### src/include/l2_config.svh
// ########################################
// Sizes shared by the L2 request path RTL
// Include wherever a depth or width is needed
// ########################################

`ifndef L2_CONFIG_SVH
`define L2_CONFIG_SVH

// Word address width of the data array
`define L2_ADDR_WIDTH 6

// Number of words in the data array, one per address
`define L2_MEM_WORDS (1 << `L2_ADDR_WIDTH)

// Width of one data word
`define L2_DATA_WIDTH 32

// Entries in each per-core request queue
`define L2_REQ_DEPTH 4

// Entries in the shared response queue
`define L2_RSP_DEPTH 4

// Free slots left when the response queue raises almost_full
// Two slots cover the request still sitting in the memory stage
`define L2_RSP_THRESHOLD 2

`endif

### src/l2_mem_pkg.sv
// ########################################
// Memory geometry types of the shared L2
// Import wherever addresses or words are handled
// ########################################

`include "l2_config.svh"

package l2_mem_pkg;

	// Word address into the data array
	typedef logic [`L2_ADDR_WIDTH-1:0] l2_addr_t;

	// One data word as stored in the array
	typedef logic [`L2_DATA_WIDTH-1:0] l2_data_t;

	// Identifier of the requesting core
	// Only two cores share the memory, so one bit is enough
	typedef logic l2_core_t;

endpackage

### src/l2_txn_pkg.sv
// ########################################
// Request and response payloads of the L2
// Carried through the request and response FIFOs
// ########################################

package l2_txn_pkg;

	import l2_mem_pkg::*;

	// A request as a core pushes it into its own queue
	// The core is implied by the queue, so it is not stored here
	typedef struct packed {
		logic     write;
		l2_addr_t addr;
		l2_data_t data;
	} l2_req_t;

	// A response as it leaves the memory stage
	// For a read the data is the value read from the array
	// For a write the data echoes the value that was written
	typedef struct packed {
		l2_core_t core;
		logic     write;
		l2_addr_t addr;
		l2_data_t data;
	} l2_rsp_t;

endpackage

### src/sram_1r1w.sv
// ########################################
// Storage array with one read and one write port
// Used as FIFO storage and as the L2 data array
// ########################################

`timescale 1ns/1ps

module sram_1r1w #(
	parameter type payload_t = logic [31:0],
	parameter int DEPTH = 64,
	localparam int ADDR_WIDTH = $clog2(DEPTH)
) (
	input  logic                  clk,
	input  logic [ADDR_WIDTH-1:0] rd_addr_i,
	input  logic [ADDR_WIDTH-1:0] wr_addr_i,
	input  payload_t              wr_data_i,
	input  logic                  wr_enable_i,
	output payload_t              rd_data_o
);

	// Array contents come up undefined and are only ever written by the owner
	payload_t mem [DEPTH];

	// Registered read port
	// A read and a write to the same word in one cycle return the old word
	always_ff @(posedge clk)
	begin
		if (wr_enable_i)
		begin
			mem[wr_addr_i] <= wr_data_i;
		end
		rd_data_o <= mem[rd_addr_i];
	end

endmodule

### src/sync_fifo.sv
// ########################################
// Circular-buffer FIFO with level flags
// Payload type and depth are set per instance
// ########################################

`timescale 1ns/1ps

module sync_fifo #(
	parameter type payload_t = logic [31:0],
	parameter int DEPTH = 4,
	parameter int ALMOST_FULL_THRESHOLD = 1
) (
	input  logic     clk,
	input  logic     rst_n_i,
	input  logic     flush_i,
	input  logic     enqueue_i,
	input  payload_t value_i,
	input  logic     dequeue_i,
	output logic     full_o,
	output logic     almost_full_o,
	output logic     empty_o,
	output payload_t value_o
);

	localparam int ADDR_WIDTH = $clog2(DEPTH);

	// Index of the last slot, where head and tail wrap back to zero
	localparam logic [ADDR_WIDTH-1:0] LAST_SLOT = ADDR_WIDTH'(DEPTH - 1);

	// Count at which the queue holds every entry
	localparam logic [ADDR_WIDTH:0] FULL_COUNT = (ADDR_WIDTH + 1)'(DEPTH);

	// Count at which only the threshold number of slots are left free
	localparam logic [ADDR_WIDTH:0] AF_COUNT =
		(ADDR_WIDTH + 1)'(DEPTH - ALMOST_FULL_THRESHOLD);

	logic [ADDR_WIDTH-1:0] head_q;
	logic [ADDR_WIDTH-1:0] head_nxt;
	logic [ADDR_WIDTH-1:0] tail_q;
	logic [ADDR_WIDTH-1:0] tail_nxt;
	logic [ADDR_WIDTH:0]   count_q;
	logic [ADDR_WIDTH:0]   count_nxt;
	logic                  bypass_q;
	payload_t              bypass_value_q;
	payload_t              ram_value;

	// The array reads at the next head, so the entry at the head is
	// always presented right after the edge that moved the head
	sram_1r1w #(
		.payload_t (payload_t),
		.DEPTH     (DEPTH)
	) i_storage (
		.clk         (clk),
		.rd_addr_i   (head_nxt),
		.wr_addr_i   (tail_q),
		.wr_data_i   (value_i),
		.wr_enable_i (enqueue_i),
		.rd_data_o   (ram_value)
	);

	// Next pointer and count values
	always_comb
	begin
		head_nxt = head_q;
		tail_nxt = tail_q;
		count_nxt = count_q;
		if (flush_i)
		begin
			// Flush drops every entry and rewinds both pointers
			head_nxt = '0;
			tail_nxt = '0;
			count_nxt = '0;
		end
		else
		begin
			if (enqueue_i)
			begin
				tail_nxt = (tail_q == LAST_SLOT) ? '0 : tail_q + 1'b1;
			end
			if (dequeue_i)
			begin
				head_nxt = (head_q == LAST_SLOT) ? '0 : head_q + 1'b1;
			end
			// Count only moves when exactly one side is active
			if (enqueue_i && !dequeue_i)
			begin
				count_nxt = count_q + 1'b1;
			end
			else if (dequeue_i && !enqueue_i)
			begin
				count_nxt = count_q - 1'b1;
			end
		end
	end

	// Pointers, count and level flags
	// The flags are registered from the next count so they line up with it
	always_ff @(posedge clk)
	begin
		if (!rst_n_i)
		begin
			head_q <= '0;
			tail_q <= '0;
			count_q <= '0;
			full_o <= 1'b0;
			almost_full_o <= 1'b0;
			empty_o <= 1'b1;
			bypass_q <= 1'b0;
		end
		else
		begin
			head_q <= head_nxt;
			tail_q <= tail_nxt;
			count_q <= count_nxt;
			full_o <= (count_nxt == FULL_COUNT);
			almost_full_o <= (count_nxt >= AF_COUNT);
			empty_o <= (count_nxt == '0);
			// Slot being written is the one the array reads at this edge,
			// so the array returns the old word and the new one is taken here
			bypass_q <= !flush_i && enqueue_i && (tail_q == head_nxt);
		end
	end

	// Copy of the word being written, for the bypass case above
	always_ff @(posedge clk)
	begin
		if (enqueue_i)
		begin
			bypass_value_q <= value_i;
		end
	end

	assign value_o = bypass_q ? bypass_value_q : ram_value;

endmodule

### src/l2_arbiter.sv
// ########################################
// Round-robin arbiter over the two request queues
// Stalls while the response queue is almost full
// ########################################

`timescale 1ns/1ps

module l2_arbiter (
	input  logic                 clk,
	input  logic                 rst_n_i,
	input  logic                 flush_i,
	input  logic [1:0]           req_empty_i,
	input  logic                 rsp_almost_full_i,
	output logic [1:0]           req_dequeue_o,
	output logic                 grant_valid_o,
	output l2_mem_pkg::l2_core_t grant_core_o
);

	import l2_mem_pkg::*;

	// Core that won the most recent grant
	l2_core_t last_core_q;
	logic [1:0] pending;

	// Grant decision is combinational, in the same cycle as the queue heads
	always_comb
	begin
		pending = ~req_empty_i;
		// No grant during flush, and none while a response could not be taken
		grant_valid_o = !flush_i && !rsp_almost_full_i && (pending != 2'b00);
		if (pending == 2'b11)
		begin
			// Both cores waiting, so the one not served last goes first
			grant_core_o = ~last_core_q;
		end
		else
		begin
			// A single waiting core is picked directly
			grant_core_o = l2_core_t'(pending[1]);
		end
		// The granted queue pops its head at the grant edge
		req_dequeue_o[0] = grant_valid_o && (grant_core_o == 1'b0);
		req_dequeue_o[1] = grant_valid_o && (grant_core_o == 1'b1);
	end

	// Priority register
	// Starts pointing at core 1 so that core 0 wins the first tie
	always_ff @(posedge clk)
	begin
		if (!rst_n_i || flush_i)
		begin
			last_core_q <= 1'b1;
		end
		else if (grant_valid_o)
		begin
			last_core_q <= grant_core_o;
		end
	end

endmodule

### src/l2_memory_stage.sv
// ########################################
// Memory stage of the L2 request path
// One granted request per cycle, response a cycle later
// ########################################

`timescale 1ns/1ps

`include "l2_config.svh"

module l2_memory_stage (
	input  logic                 clk,
	input  logic                 rst_n_i,
	input  logic                 flush_i,
	input  logic                 grant_valid_i,
	input  l2_mem_pkg::l2_core_t grant_core_i,
	input  l2_txn_pkg::l2_req_t  req_i,
	output logic                 rsp_valid_o,
	output l2_txn_pkg::l2_rsp_t  rsp_o
);

	import l2_mem_pkg::*;

	// Stage register, one request in flight
	logic     stage_valid_q;
	l2_core_t stage_core_q;
	logic     stage_write_q;
	l2_addr_t stage_addr_q;
	l2_data_t stage_data_q;

	// Forwarding of a write that commits while the next read samples the array
	logic     fwd_hit_q;
	l2_data_t fwd_data_q;

	logic     array_wr_enable;
	l2_data_t array_rd_data;

	// Writes commit from the stage register, one cycle after their grant
	assign array_wr_enable = stage_valid_q && stage_write_q;

	// Reads address the array straight from the granted request
	sram_1r1w #(
		.payload_t (l2_data_t),
		.DEPTH     (`L2_MEM_WORDS)
	) i_data_array (
		.clk         (clk),
		.rd_addr_i   (req_i.addr),
		.wr_addr_i   (stage_addr_q),
		.wr_data_i   (stage_data_q),
		.wr_enable_i (array_wr_enable),
		.rd_data_o   (array_rd_data)
	);

	// Control part of the stage
	always_ff @(posedge clk)
	begin
		if (!rst_n_i || flush_i)
		begin
			stage_valid_q <= 1'b0;
			fwd_hit_q <= 1'b0;
		end
		else
		begin
			stage_valid_q <= grant_valid_i;
			// A read to the word being written at this edge sees stale data
			fwd_hit_q <= grant_valid_i && !req_i.write && array_wr_enable
				&& (stage_addr_q == req_i.addr);
		end
	end

	// Payload part of the stage, loaded only on a grant
	always_ff @(posedge clk)
	begin
		if (grant_valid_i)
		begin
			stage_core_q <= grant_core_i;
			stage_write_q <= req_i.write;
			stage_addr_q <= req_i.addr;
			stage_data_q <= req_i.data;
		end
		if (array_wr_enable)
		begin
			fwd_data_q <= stage_data_q;
		end
	end

	// Response toward the response queue
	always_comb
	begin
		rsp_valid_o = stage_valid_q;
		rsp_o.core = stage_core_q;
		rsp_o.write = stage_write_q;
		rsp_o.addr = stage_addr_q;
		if (stage_write_q)
		begin
			// Writes echo their own data
			rsp_o.data = stage_data_q;
		end
		else if (fwd_hit_q)
		begin
			rsp_o.data = fwd_data_q;
		end
		else
		begin
			rsp_o.data = array_rd_data;
		end
	end

endmodule

### src/l2_request_path.sv
// ########################################
// Top of the shared L2 request path
// Two request queues, arbiter, memory, response queue
// ########################################

`timescale 1ns/1ps

`include "l2_config.svh"

module l2_request_path (
	input  logic                 clk,
	input  logic                 rst_n_i,
	input  logic                 flush_i,
	input  logic                 core0_req_enqueue_i,
	input  logic                 core0_req_write_i,
	input  l2_mem_pkg::l2_addr_t core0_req_addr_i,
	input  l2_mem_pkg::l2_data_t core0_req_data_i,
	input  logic                 core1_req_enqueue_i,
	input  logic                 core1_req_write_i,
	input  l2_mem_pkg::l2_addr_t core1_req_addr_i,
	input  l2_mem_pkg::l2_data_t core1_req_data_i,
	output logic                 core0_req_full_o,
	output logic                 core1_req_full_o,
	input  logic                 rsp_dequeue_i,
	output logic                 rsp_empty_o,
	output l2_mem_pkg::l2_core_t rsp_core_o,
	output logic                 rsp_write_o,
	output l2_mem_pkg::l2_addr_t rsp_addr_o,
	output l2_mem_pkg::l2_data_t rsp_data_o
);

	import l2_mem_pkg::*;
	import l2_txn_pkg::*;

	// Packed requests entering and leaving the per-core queues
	l2_req_t core0_req;
	l2_req_t core1_req;
	l2_req_t core0_head;
	l2_req_t core1_head;
	l2_req_t granted_req;
	logic    core0_empty;
	logic    core1_empty;

	// Arbiter outputs
	logic [1:0] req_dequeue;
	logic       grant_valid;
	l2_core_t   grant_core;

	// Response side
	logic    rsp_valid;
	l2_rsp_t stage_rsp;
	l2_rsp_t rsp_head;
	logic    rsp_almost_full;

	assign core0_req = '{write: core0_req_write_i, addr: core0_req_addr_i,
		data: core0_req_data_i};
	assign core1_req = '{write: core1_req_write_i, addr: core1_req_addr_i,
		data: core1_req_data_i};

	// Request queue of core 0
	sync_fifo #(
		.payload_t (l2_req_t),
		.DEPTH     (`L2_REQ_DEPTH)
	) i_core0_req_fifo (
		.clk           (clk),
		.rst_n_i       (rst_n_i),
		.flush_i       (flush_i),
		.enqueue_i     (core0_req_enqueue_i),
		.value_i       (core0_req),
		.dequeue_i     (req_dequeue[0]),
		.full_o        (core0_req_full_o),
		.almost_full_o (),
		.empty_o       (core0_empty),
		.value_o       (core0_head)
	);

	// Request queue of core 1
	sync_fifo #(
		.payload_t (l2_req_t),
		.DEPTH     (`L2_REQ_DEPTH)
	) i_core1_req_fifo (
		.clk           (clk),
		.rst_n_i       (rst_n_i),
		.flush_i       (flush_i),
		.enqueue_i     (core1_req_enqueue_i),
		.value_i       (core1_req),
		.dequeue_i     (req_dequeue[1]),
		.full_o        (core1_req_full_o),
		.almost_full_o (),
		.empty_o       (core1_empty),
		.value_o       (core1_head)
	);

	l2_arbiter i_arbiter (
		.clk               (clk),
		.rst_n_i           (rst_n_i),
		.flush_i           (flush_i),
		.req_empty_i       ({core1_empty, core0_empty}),
		.rsp_almost_full_i (rsp_almost_full),
		.req_dequeue_o     (req_dequeue),
		.grant_valid_o     (grant_valid),
		.grant_core_o      (grant_core)
	);

	// Head of the granted queue goes to the memory stage in the grant cycle
	assign granted_req = grant_core ? core1_head : core0_head;

	l2_memory_stage i_memory_stage (
		.clk           (clk),
		.rst_n_i       (rst_n_i),
		.flush_i       (flush_i),
		.grant_valid_i (grant_valid),
		.grant_core_i  (grant_core),
		.req_i         (granted_req),
		.rsp_valid_o   (rsp_valid),
		.rsp_o         (stage_rsp)
	);

	// Response queue, its almost_full holds back the arbiter
	// It never fills since the threshold leaves room for the request in flight
	sync_fifo #(
		.payload_t             (l2_rsp_t),
		.DEPTH                 (`L2_RSP_DEPTH),
		.ALMOST_FULL_THRESHOLD (`L2_RSP_THRESHOLD)
	) i_rsp_fifo (
		.clk           (clk),
		.rst_n_i       (rst_n_i),
		.flush_i       (flush_i),
		.enqueue_i     (rsp_valid),
		.value_i       (stage_rsp),
		.dequeue_i     (rsp_dequeue_i),
		.full_o        (),
		.almost_full_o (rsp_almost_full),
		.empty_o       (rsp_empty_o),
		.value_o       (rsp_head)
	);

	assign rsp_core_o = rsp_head.core;
	assign rsp_write_o = rsp_head.write;
	assign rsp_addr_o = rsp_head.addr;
	assign rsp_data_o = rsp_head.data;

endmodule

### config.mk
export PLATFORM = sky130hd
export DESIGN_NAME = l2_request_path
export DESIGN_NICKNAME = d
export VERILOG_FILES = /design/src/l2_mem_pkg.sv /design/src/l2_txn_pkg.sv /design/src/sram_1r1w.sv /design/src/sync_fifo.sv /design/src/l2_arbiter.sv /design/src/l2_memory_stage.sv /design/src/l2_request_path.sv
export VERILOG_INCLUDE_DIRS = /design/src /design/src/include
export SDC_FILE = /design/constraint.sdc
export NUM_CORES = 2
export LEC_CHECK = 0
export BUFFER_PORTS_ARGS = -buffer_cell sky130_fd_sc_hd__buf_2
export CORE_MARGIN = 8
export CORE_UTILIZATION = 35
export DETAILED_ROUTE_END_ITERATION = 8
export PLACE_DENSITY = 0.52
export SYNTH_ARGS = -nofsm -noshare
export SYNTH_HDL_FRONTEND = slang
export SYNTH_SLANG_ARGS = --single-unit
### constraint.sdc
create_clock -name clk -period 7.7 [get_ports clk]
set_input_delay 0 -clock clk [delete_from_list [all_inputs] [get_ports clk]]
set_output_delay 0 -clock clk [all_outputs]
set_load 0.02 [all_outputs]
Word level (Yosys, flattened, before mapping)
Memories as Yosys holds them, arrays and structs flattened. A register that Yosys moved wholly into a read port is not among the register bits.
Index checks and enable logic that the tools add are counted.
W data, S select, Z words.
{"block": "word_totals", "input_bits": 84, "ram_bits": 2520, "regBits": 223, "word_cells": 142, "memories": 4, "output_inout_bits": 43}
{"memory": "i_memory_stage.i_data_array.mem", "depth": 64, "width": 32, "read_ports": 1, "rd_ports_with_merged_regs": 1, "wr": 1, "line_no": "sram_1r1w.sv:22", "rtl": "payload_t mem [DEPTH];"}
{"memory": "i_rsp_fifo.i_storage.mem", "depth": 4, "width": 40, "read_ports": 1, "rd_ports_with_merged_regs": 1, "wr": 1, "line_no": "sram_1r1w.sv:22"}
{"memory": "i_core0_req_fifo.i_storage.mem", "depth": 4, "width": 39, "read_ports": 1, "rd_ports_with_merged_regs": 1, "wr": 1, "line_no": "sram_1r1w.sv:22"}
{"memory": "i_core1_req_fifo.i_storage.mem", "depth": 4, "width": 39, "read_ports": 1, "rd_ports_with_merged_regs": 1, "wr": 1, "line_no": "sram_1r1w.sv:22"}
{"block": "classes", "bitwise": 4, "magnitude_cmp": 1, "n_eq_ne": 13, "n_reduce_logical": 36, "add_sub_neg": 12, "muxes": 36}
{"cell": "$mux W39", "n": 3}
{"cell": "$mux W32", "n": 2}
{"cell": "$mux W40", "n": 1}
{"cell": "$mux W3", "n": 9}
{"cell": "$mux W2", "n": 12}
{"cell": "$logic_and A1 B1 Y1", "n": 20}
{"cell": "$eq A2 B2 Y1 const B", "n": 7}
{"cell": "$add A2 B1 Y2 const B", "n": 6}
{"cell": "$logic_not A1 Y1", "n": 10}
{"cell": "$add A3 B1 Y3 const B", "n": 3}
{"cell": "$logic_not A3 Y1", "n": 3}
{"cell": "$mux W1", "n": 9}
{"cell": "$sub A3 B1 Y3 const B", "n": 3}
{"cell": "$eq A2 B2 Y1", "n": 3}
{"cell": "$eq A3 B3 Y1 const B", "n": 2}
{"cell": "$eq A6 B6 Y1", "n": 1}
{"cell": "$ge A3 B2 Y1 const B", "n": 1}
{"cell": "$not A1 Y1", "n": 3}
{"cell": "$not A2 Y2", "n": 1}
{"cell": "$reduce_bool A2 Y1", "n": 1}
{"cell": "$reduce_or A2 Y1", "n": 1}
{"cell": "$logic_or A1 B1 Y1", "n": 1}

Logic depth before layout (Yosys ltp)
{"block": "logic_depth", "word_depth": 10, "ltp_mapped": 13, "mapped_depth_nobuf": 10}

By module
From an unflattened synthesis, not the netlist that was laid out.
{"block": "unflattened", "hier_cells": 4754, "hier_area_um2": 108318.9}
{"module": "sram_1r1w (i_memory_stage.i_data_array)", "instances": 1, "seq_area_each_um2": 62139.6, "cells_each": 3324, "area_each_um2": 78515.3}
{"module": "sram_1r1w (i_core0_req_fifo.i_storage ...)", "instances": 2, "seq_area_each_um2": 5465.2, "cells_each": 246, "area_each_um2": 6429.9}
{"module": "sram_1r1w (i_rsp_fifo.i_storage)", "instances": 1, "seq_area_each_um2": 5605.4, "cells_each": 253, "area_each_um2": 6648.9}
{"module": "sync_fifo (i_core0_req_fifo ...)", "instances": 2, "seq_area_each_um2": 1391.3, "cells_each": 148, "area_each_um2": 2232.1}
{"module": "l2_memory_stage", "instances": 1, "seq_area_each_um2": 2202.1, "cells_each": 194, "area_each_um2": 3024.2}
{"module": "sync_fifo (i_rsp_fifo)", "instances": 1, "seq_area_each_um2": 1421.4, "cells_each": 142, "area_each_um2": 2214.6}
{"module": "l2_request_path", "instances": 1, "seq_area_each_um2": 0.0, "cells_each": 43, "area_each_um2": 518.0}
{"module": "l2_arbiter", "instances": 1, "seq_area_each_um2": 20.0, "cells_each": 10, "area_each_um2": 73.8}

Worst setup path before layout
No wires, ideal clock.
{"block": "synth_timing", "kind": "register to register", "start": "register i_core0_req_fifo.empty_o", "end": "register, netlist name i_core0_req_fifo.i_storage.rd_data_o[0]", "period_less_slack_ps": 5757, "path_stages_with_launch": 8, "setup_time_ps": 134, "setup_slack_ps": 1943, "t_arrival_ps": 5623, "path_buffers": 1, "required_ps": 7566, "cell_sequence": "dfxtp_1 > a211oi_1 > nand2_1 > nor3_1 > a21oi_1 > nor2_1 > clkbuf_1 > mux4_2"}
{"block": "synth_via", "elab_cells_between_ends": 9, "cone_classes": "1 x eq/ne; 3 x mux; 2 x bitwise; 3 x reduce/logical"}
{"element": "start: declaration", "line_no": "sync_fifo.sv:21", "rtl": "output logic empty_o,"}
{"element": "start signal: assignment", "line_no": "sync_fifo.sv:117", "rtl": "empty_o <= (count_nxt == '0);"}
{"element": "$not A2 Y2", "line_no": "l2_arbiter.sv:28", "rtl": "pending = ~req_empty_i;"}
{"element": "$reduce_bool A2 Y1", "line_no": "l2_arbiter.sv:30", "rtl": "grant_valid_o = !flush_i && !rsp_almost_full_i && (pending != 2'b00);"}
{"element": "$logic_and A1 B1 Y1", "line_no": "l2_arbiter.sv:30"}
{"element": "via grant_valid", "line_no": "l2_request_path.sv:46", "rtl": "logic grant_valid;"}
{"element": "$logic_and A1 B1 Y1", "line_no": "l2_arbiter.sv:42", "rtl": "req_dequeue_o[0] = grant_valid_o && (grant_core_o == 1'b0);"}
{"element": "$mux W2", "line_no": "sync_fifo.sv:80", "rtl": "if (dequeue_i)"}
{"element": "$mux W2", "line_no": "sync_fifo.sv:67", "rtl": "if (flush_i)"}
The timed path passes the listed nets, and every way through them passes these cells.
A chain may end at the register's enable or synchronous reset.

Final worst setup path
{"block": "layout_timing", "start": "register i_core1_req_fifo.bypass_q", "end": "register i_memory_stage.i_data_array.rd_data_o[5] (netlist name), read port of i_memory_stage.i_data_array.mem"}
{"block": "layout_via", "elab_chain_cells": 2}
{"element": "start: declaration", "line_no": "sync_fifo.sv:43", "rtl": "logic bypass_q;"}
{"element": "start signal: assignment", "line_no": "sync_fifo.sv:120", "rtl": "bypass_q <= !flush_i && enqueue_i && (tail_q == head_nxt);"}
{"element": "$mux W39", "line_no": "sync_fifo.sv:133", "rtl": "assign value_o = bypass_q ? bypass_value_q : ram_value;"}
{"element": "$mux W39", "line_no": "l2_request_path.sv:106", "rtl": "assign granted_req = grant_core ? core1_head : core0_head;"}
{"element": "end: declaration", "line_no": "sram_1r1w.sv:18", "rtl": "output payload_t rd_data_o"}
Every way passes these cells.

==> impl_metrics.tcl <==
set metrics [dict create \
    grt_pass1_vias 60670 \
    timing_hold_violations_final 0 \
    cts-htree-levels 5 \
    grt_pass1_wl_microns 468600 \
    holdPathStages 2 \
    clockBufferDepth 4 \
    postSynthAreaPerCell_sq_um 17.20 \
    status "complete, but fails checks" \
    dr_total_vias 61510 \
    syn_nets 6464 \
    rr_worst_depth 10 \
    grt_start_max_net_pins 109 \
    min_path_type "primary input to flip-flop" \
    worst-path-buf-inv 3 \
    stdcell_area_sq_mm 0.1281 \
    rsz0062_at_grt "no" \
    p_total_mw 37.77 \
    fin_ws_ps 2424 \
    ios 127 \
    path_class "flip-flop to flip-flop" \
    synth-edff-count 2710 \
    cap_violations 1 \
    clk_latency_ps 890 \
    dieWidth_microns 574.9 \
    p_per_area_mw_per_mm2 294.9 \
    final_common_cell "edfxtp_1" \
    die_area_sq_mm 0.3306 \
    rrSetupSlack_ps 2420 \
    whs_endpoint "i_core1_req_fifo.i_storage.mem[1][35]" \
    cpPeakStageDelay_ps 920 \
    clk_pin_slew_worst_paths_ps 60 \
    worstPathRequired_ps 8440 \
    grt-ovfl-total 0 \
    drive_above_1_share_pct 18.21 \
    nets 6933 \
    tns_ps 0 \
    post-route-drc-count 0 \
    dpl_worst_slack_ps 2338 \
    r2r_end "i_memory_stage.i_data_array.rd_data_o[5]" \
    yosysUniqueCellTypes 67 \
    period_share_pct 68.52 \
    period_minus_slack_ps 5276 \
    worstHoldStart "core1_req_addr_i[3]" \
    layout_common_cells "edfxtp_1 (2710), nand2_1 (925), a21oi_1 (357), clkbuf_16 (320), mux4_2 (275)" \
    seq_area_frac_synth_pct 77.77 \
    clock-root-buffer "clkbuf_16" \
    wl_microns 333600 \
    drtPass1Iterations 6 \
    drt_iter0_drc 7272 \
    leakage_nw 41.38 \
    numCtsBuffers 311 \
    synthArstFlopShare_pct 0 \
    die_y_microns 574.9 \
    ys_top_cells_by_area "edfxtp_1 (74%), mux4_2 (5.7%), dfxtp_1 (3.4%), nand2_1 (3.2%), mux2i_1 (2.3%)" \
    core_area_sq_mm 0.3114 \
    worst-path-max-fanout 56 \
    grt_use_total_pct 19.53 \
    synth_warnings 0 \
    finalSetupViolCount 0 \
    syn-cell-area_sq_mm 0.1093 \
    whs_ps 78.48 \
    slowest_stage "a2111oi_0" \
    area.growth.synth_to_final_pct 17.16 \
    yosysTopAreaCell "edfxtp_1" \
    slew_viol_final 0 \
    antenna_found_initial 36 \
    skew_ps 106.8 \
    postCtsSetupBuffers 0 \
    end_kind "flip-flop" \
    synthFlopType "edfxtp_1" \
    initial_utilization_pct 35.12 \
    synth_cells 6359 \
    place_area_sq_mm 0.1164 \
    post_cts_resized 0 \
    io_buffer_count 126 \
    postCtsHoldBufs 160 \
    cpLargestDelayFamily "buffers and inverters" \
    reg2reg_from "i_core1_req_fifo.bypass_q" \
    slew_headroom_pct 0.3520 \
    avgViaCountPerCell 5.476 \
    final_antenna_net_count 0 \
    num_rows 205 \
    cp.arrival_ps 6010 \
    fmaxAchievable_ghz 0.1895 \
    cts_tree "yes" \
    worstMarginPinSlew_ps 1483 \
    hpwlAfterDp_microns 185200 \
    vdd_drop_max_v 0.0001875 \
    violations "max-capacitance violations" \
    crit_top_cell "buf_4" \
    critPathLaunchType "flip-flop" \
    gp_congestion 0.8113 \
    post_drt_wl_per_cell_microns 29.70 \
    synth_top_cell_area_share_pct 74.42 \
    path_cells "buf_4, mux2_1, nor3_1, or2_4, buf_4, buf_4, a31oi_1, a2111oi_0, nor3_1, or4_1" \
    ys_ff_latch 2893 \
    cts_sinks 2893 \
]
==> metal layers <==
layer | wire [microns] | vias up | part of all wire, % | global-route usage [%]
li1 | - | 26080 | - | -
met1 | 138800 | 32430 | 42 | 26.40
met2 | 158400 | 2447 | 47 | 32.03
met3 | 23310 | 541 | 7.0 | 3.079
met4 | 13040 | 10 | 3.9 | 7.102
met5 | 73 | - | 0.022 | 0
==> synth_stat cells, types with 15 or more instances <==
master	n
edfxtp_1	2710
nand2_1	928
a21oi_1	360
mux4_2	275
mux2i_1	256
clkbuf_1	206
dfxtp_1	183
a211oi_1	148
a2111oi_0	142
buf_2	112
nor3_1	107
and3_1	98
nor2_1	98
nand3_1	92
a31oi_1	87
o21ai_0	66
buf_1	54
o22ai_1	45
mux2_2	42
nor2b_1	39
a311oi_1	28
or4_1	28
o221ai_1	24
xnor2_1	23
and2_1	22
ha_1	21
a22oi_1	18
inv_1	18
a221oi_1	15
==> final cells by class <==
class | count | area (sq um)
multi-input combinational | 3047 | 23280
clock buffer | 432 | 8708
sequential | 2893 | 85050
antenna | 18 | 45.04
inverter | 24 | 113.9
timing repair buffer | 551 | 4382
clock inverter | 127 | 1349
fill | 27830 | 183300
tap | 4140 | 5180
==> state kept, by name, indices dropped and copies added (netlist names), 40 cells and up <==
signal                           cells
i_memory_stage.i_data_array.mem   2048
i_rsp_fifo.i_storage.mem           160
i_core0_req_fifo.i_storage.mem     156
i_core1_req_fifo.i_storage.mem     156
i_rsp_fifo.bypass_value_q           40
i_rsp_fifo.i_storage.rd_data_o      40
==> worst reg2reg max path, cell delays in order, from the launching register on <==
cell,delay [ps]
dfxtp_2,330
buf_4,590
mux2_1,440
nor3_1,440
or2_4,330
buf_4,350
buf_4,690
a31oi_1,280
a2111oi_0,920
nor3_1,320
or4_1,480
==> how the worst max path moves through the flow <==
stage	from	endpoint	cells after the start
3_5_place_dp	i_core1_req_fifo.bypass_q	i_memory_stage.i_data_array.rd_data_o[5]	10
6_report	i_core1_req_fifo.bypass_q	i_memory_stage.i_data_array.rd_data_o[5]	10
4_1_cts	i_core1_req_fifo.bypass_q	i_memory_stage.i_data_array.rd_data_o[5]	10
5_1_grt	i_core1_req_fifo.bypass_q	i_memory_stage.i_data_array.rd_data_o[22]	10
3_3_place_gp	i_core1_req_fifo.bypass_q	i_memory_stage.i_data_array.rd_data_o[9]	10
2_1_floorplan	i_core0_req_fifo.empty_o	i_core0_req_fifo.i_storage.rd_data_o[0]	7
==> power by group <==
part | total [mW] | switching (mW) | internal (mW)
logic | 4.99 | 3.52 | 1.47
registers | 18.0 | 0.295 | 17.7
clock network | 14.8 | 6.13 | 8.67
==> through the flow <==
step / instances / utilization (%)
after floorplan: 6359 / -
after global placement: 10480 / 37.33
after detailed placement: 10500 / 37.38
after CTS: 11210 / 41.13
after global routing: 11220 / 41.14
final: 11230 / 41.14
==> cells by family after synthesis <==
group,synth area share [%]
flops,77.77
buf+inv,1.680
simple gates,5.746
fa+ha+maj,0.2403
mux,8.464
xor+xnor,0.1922
compound gates,5.905
Note: power is estimated with default switching activity, not from simulation.
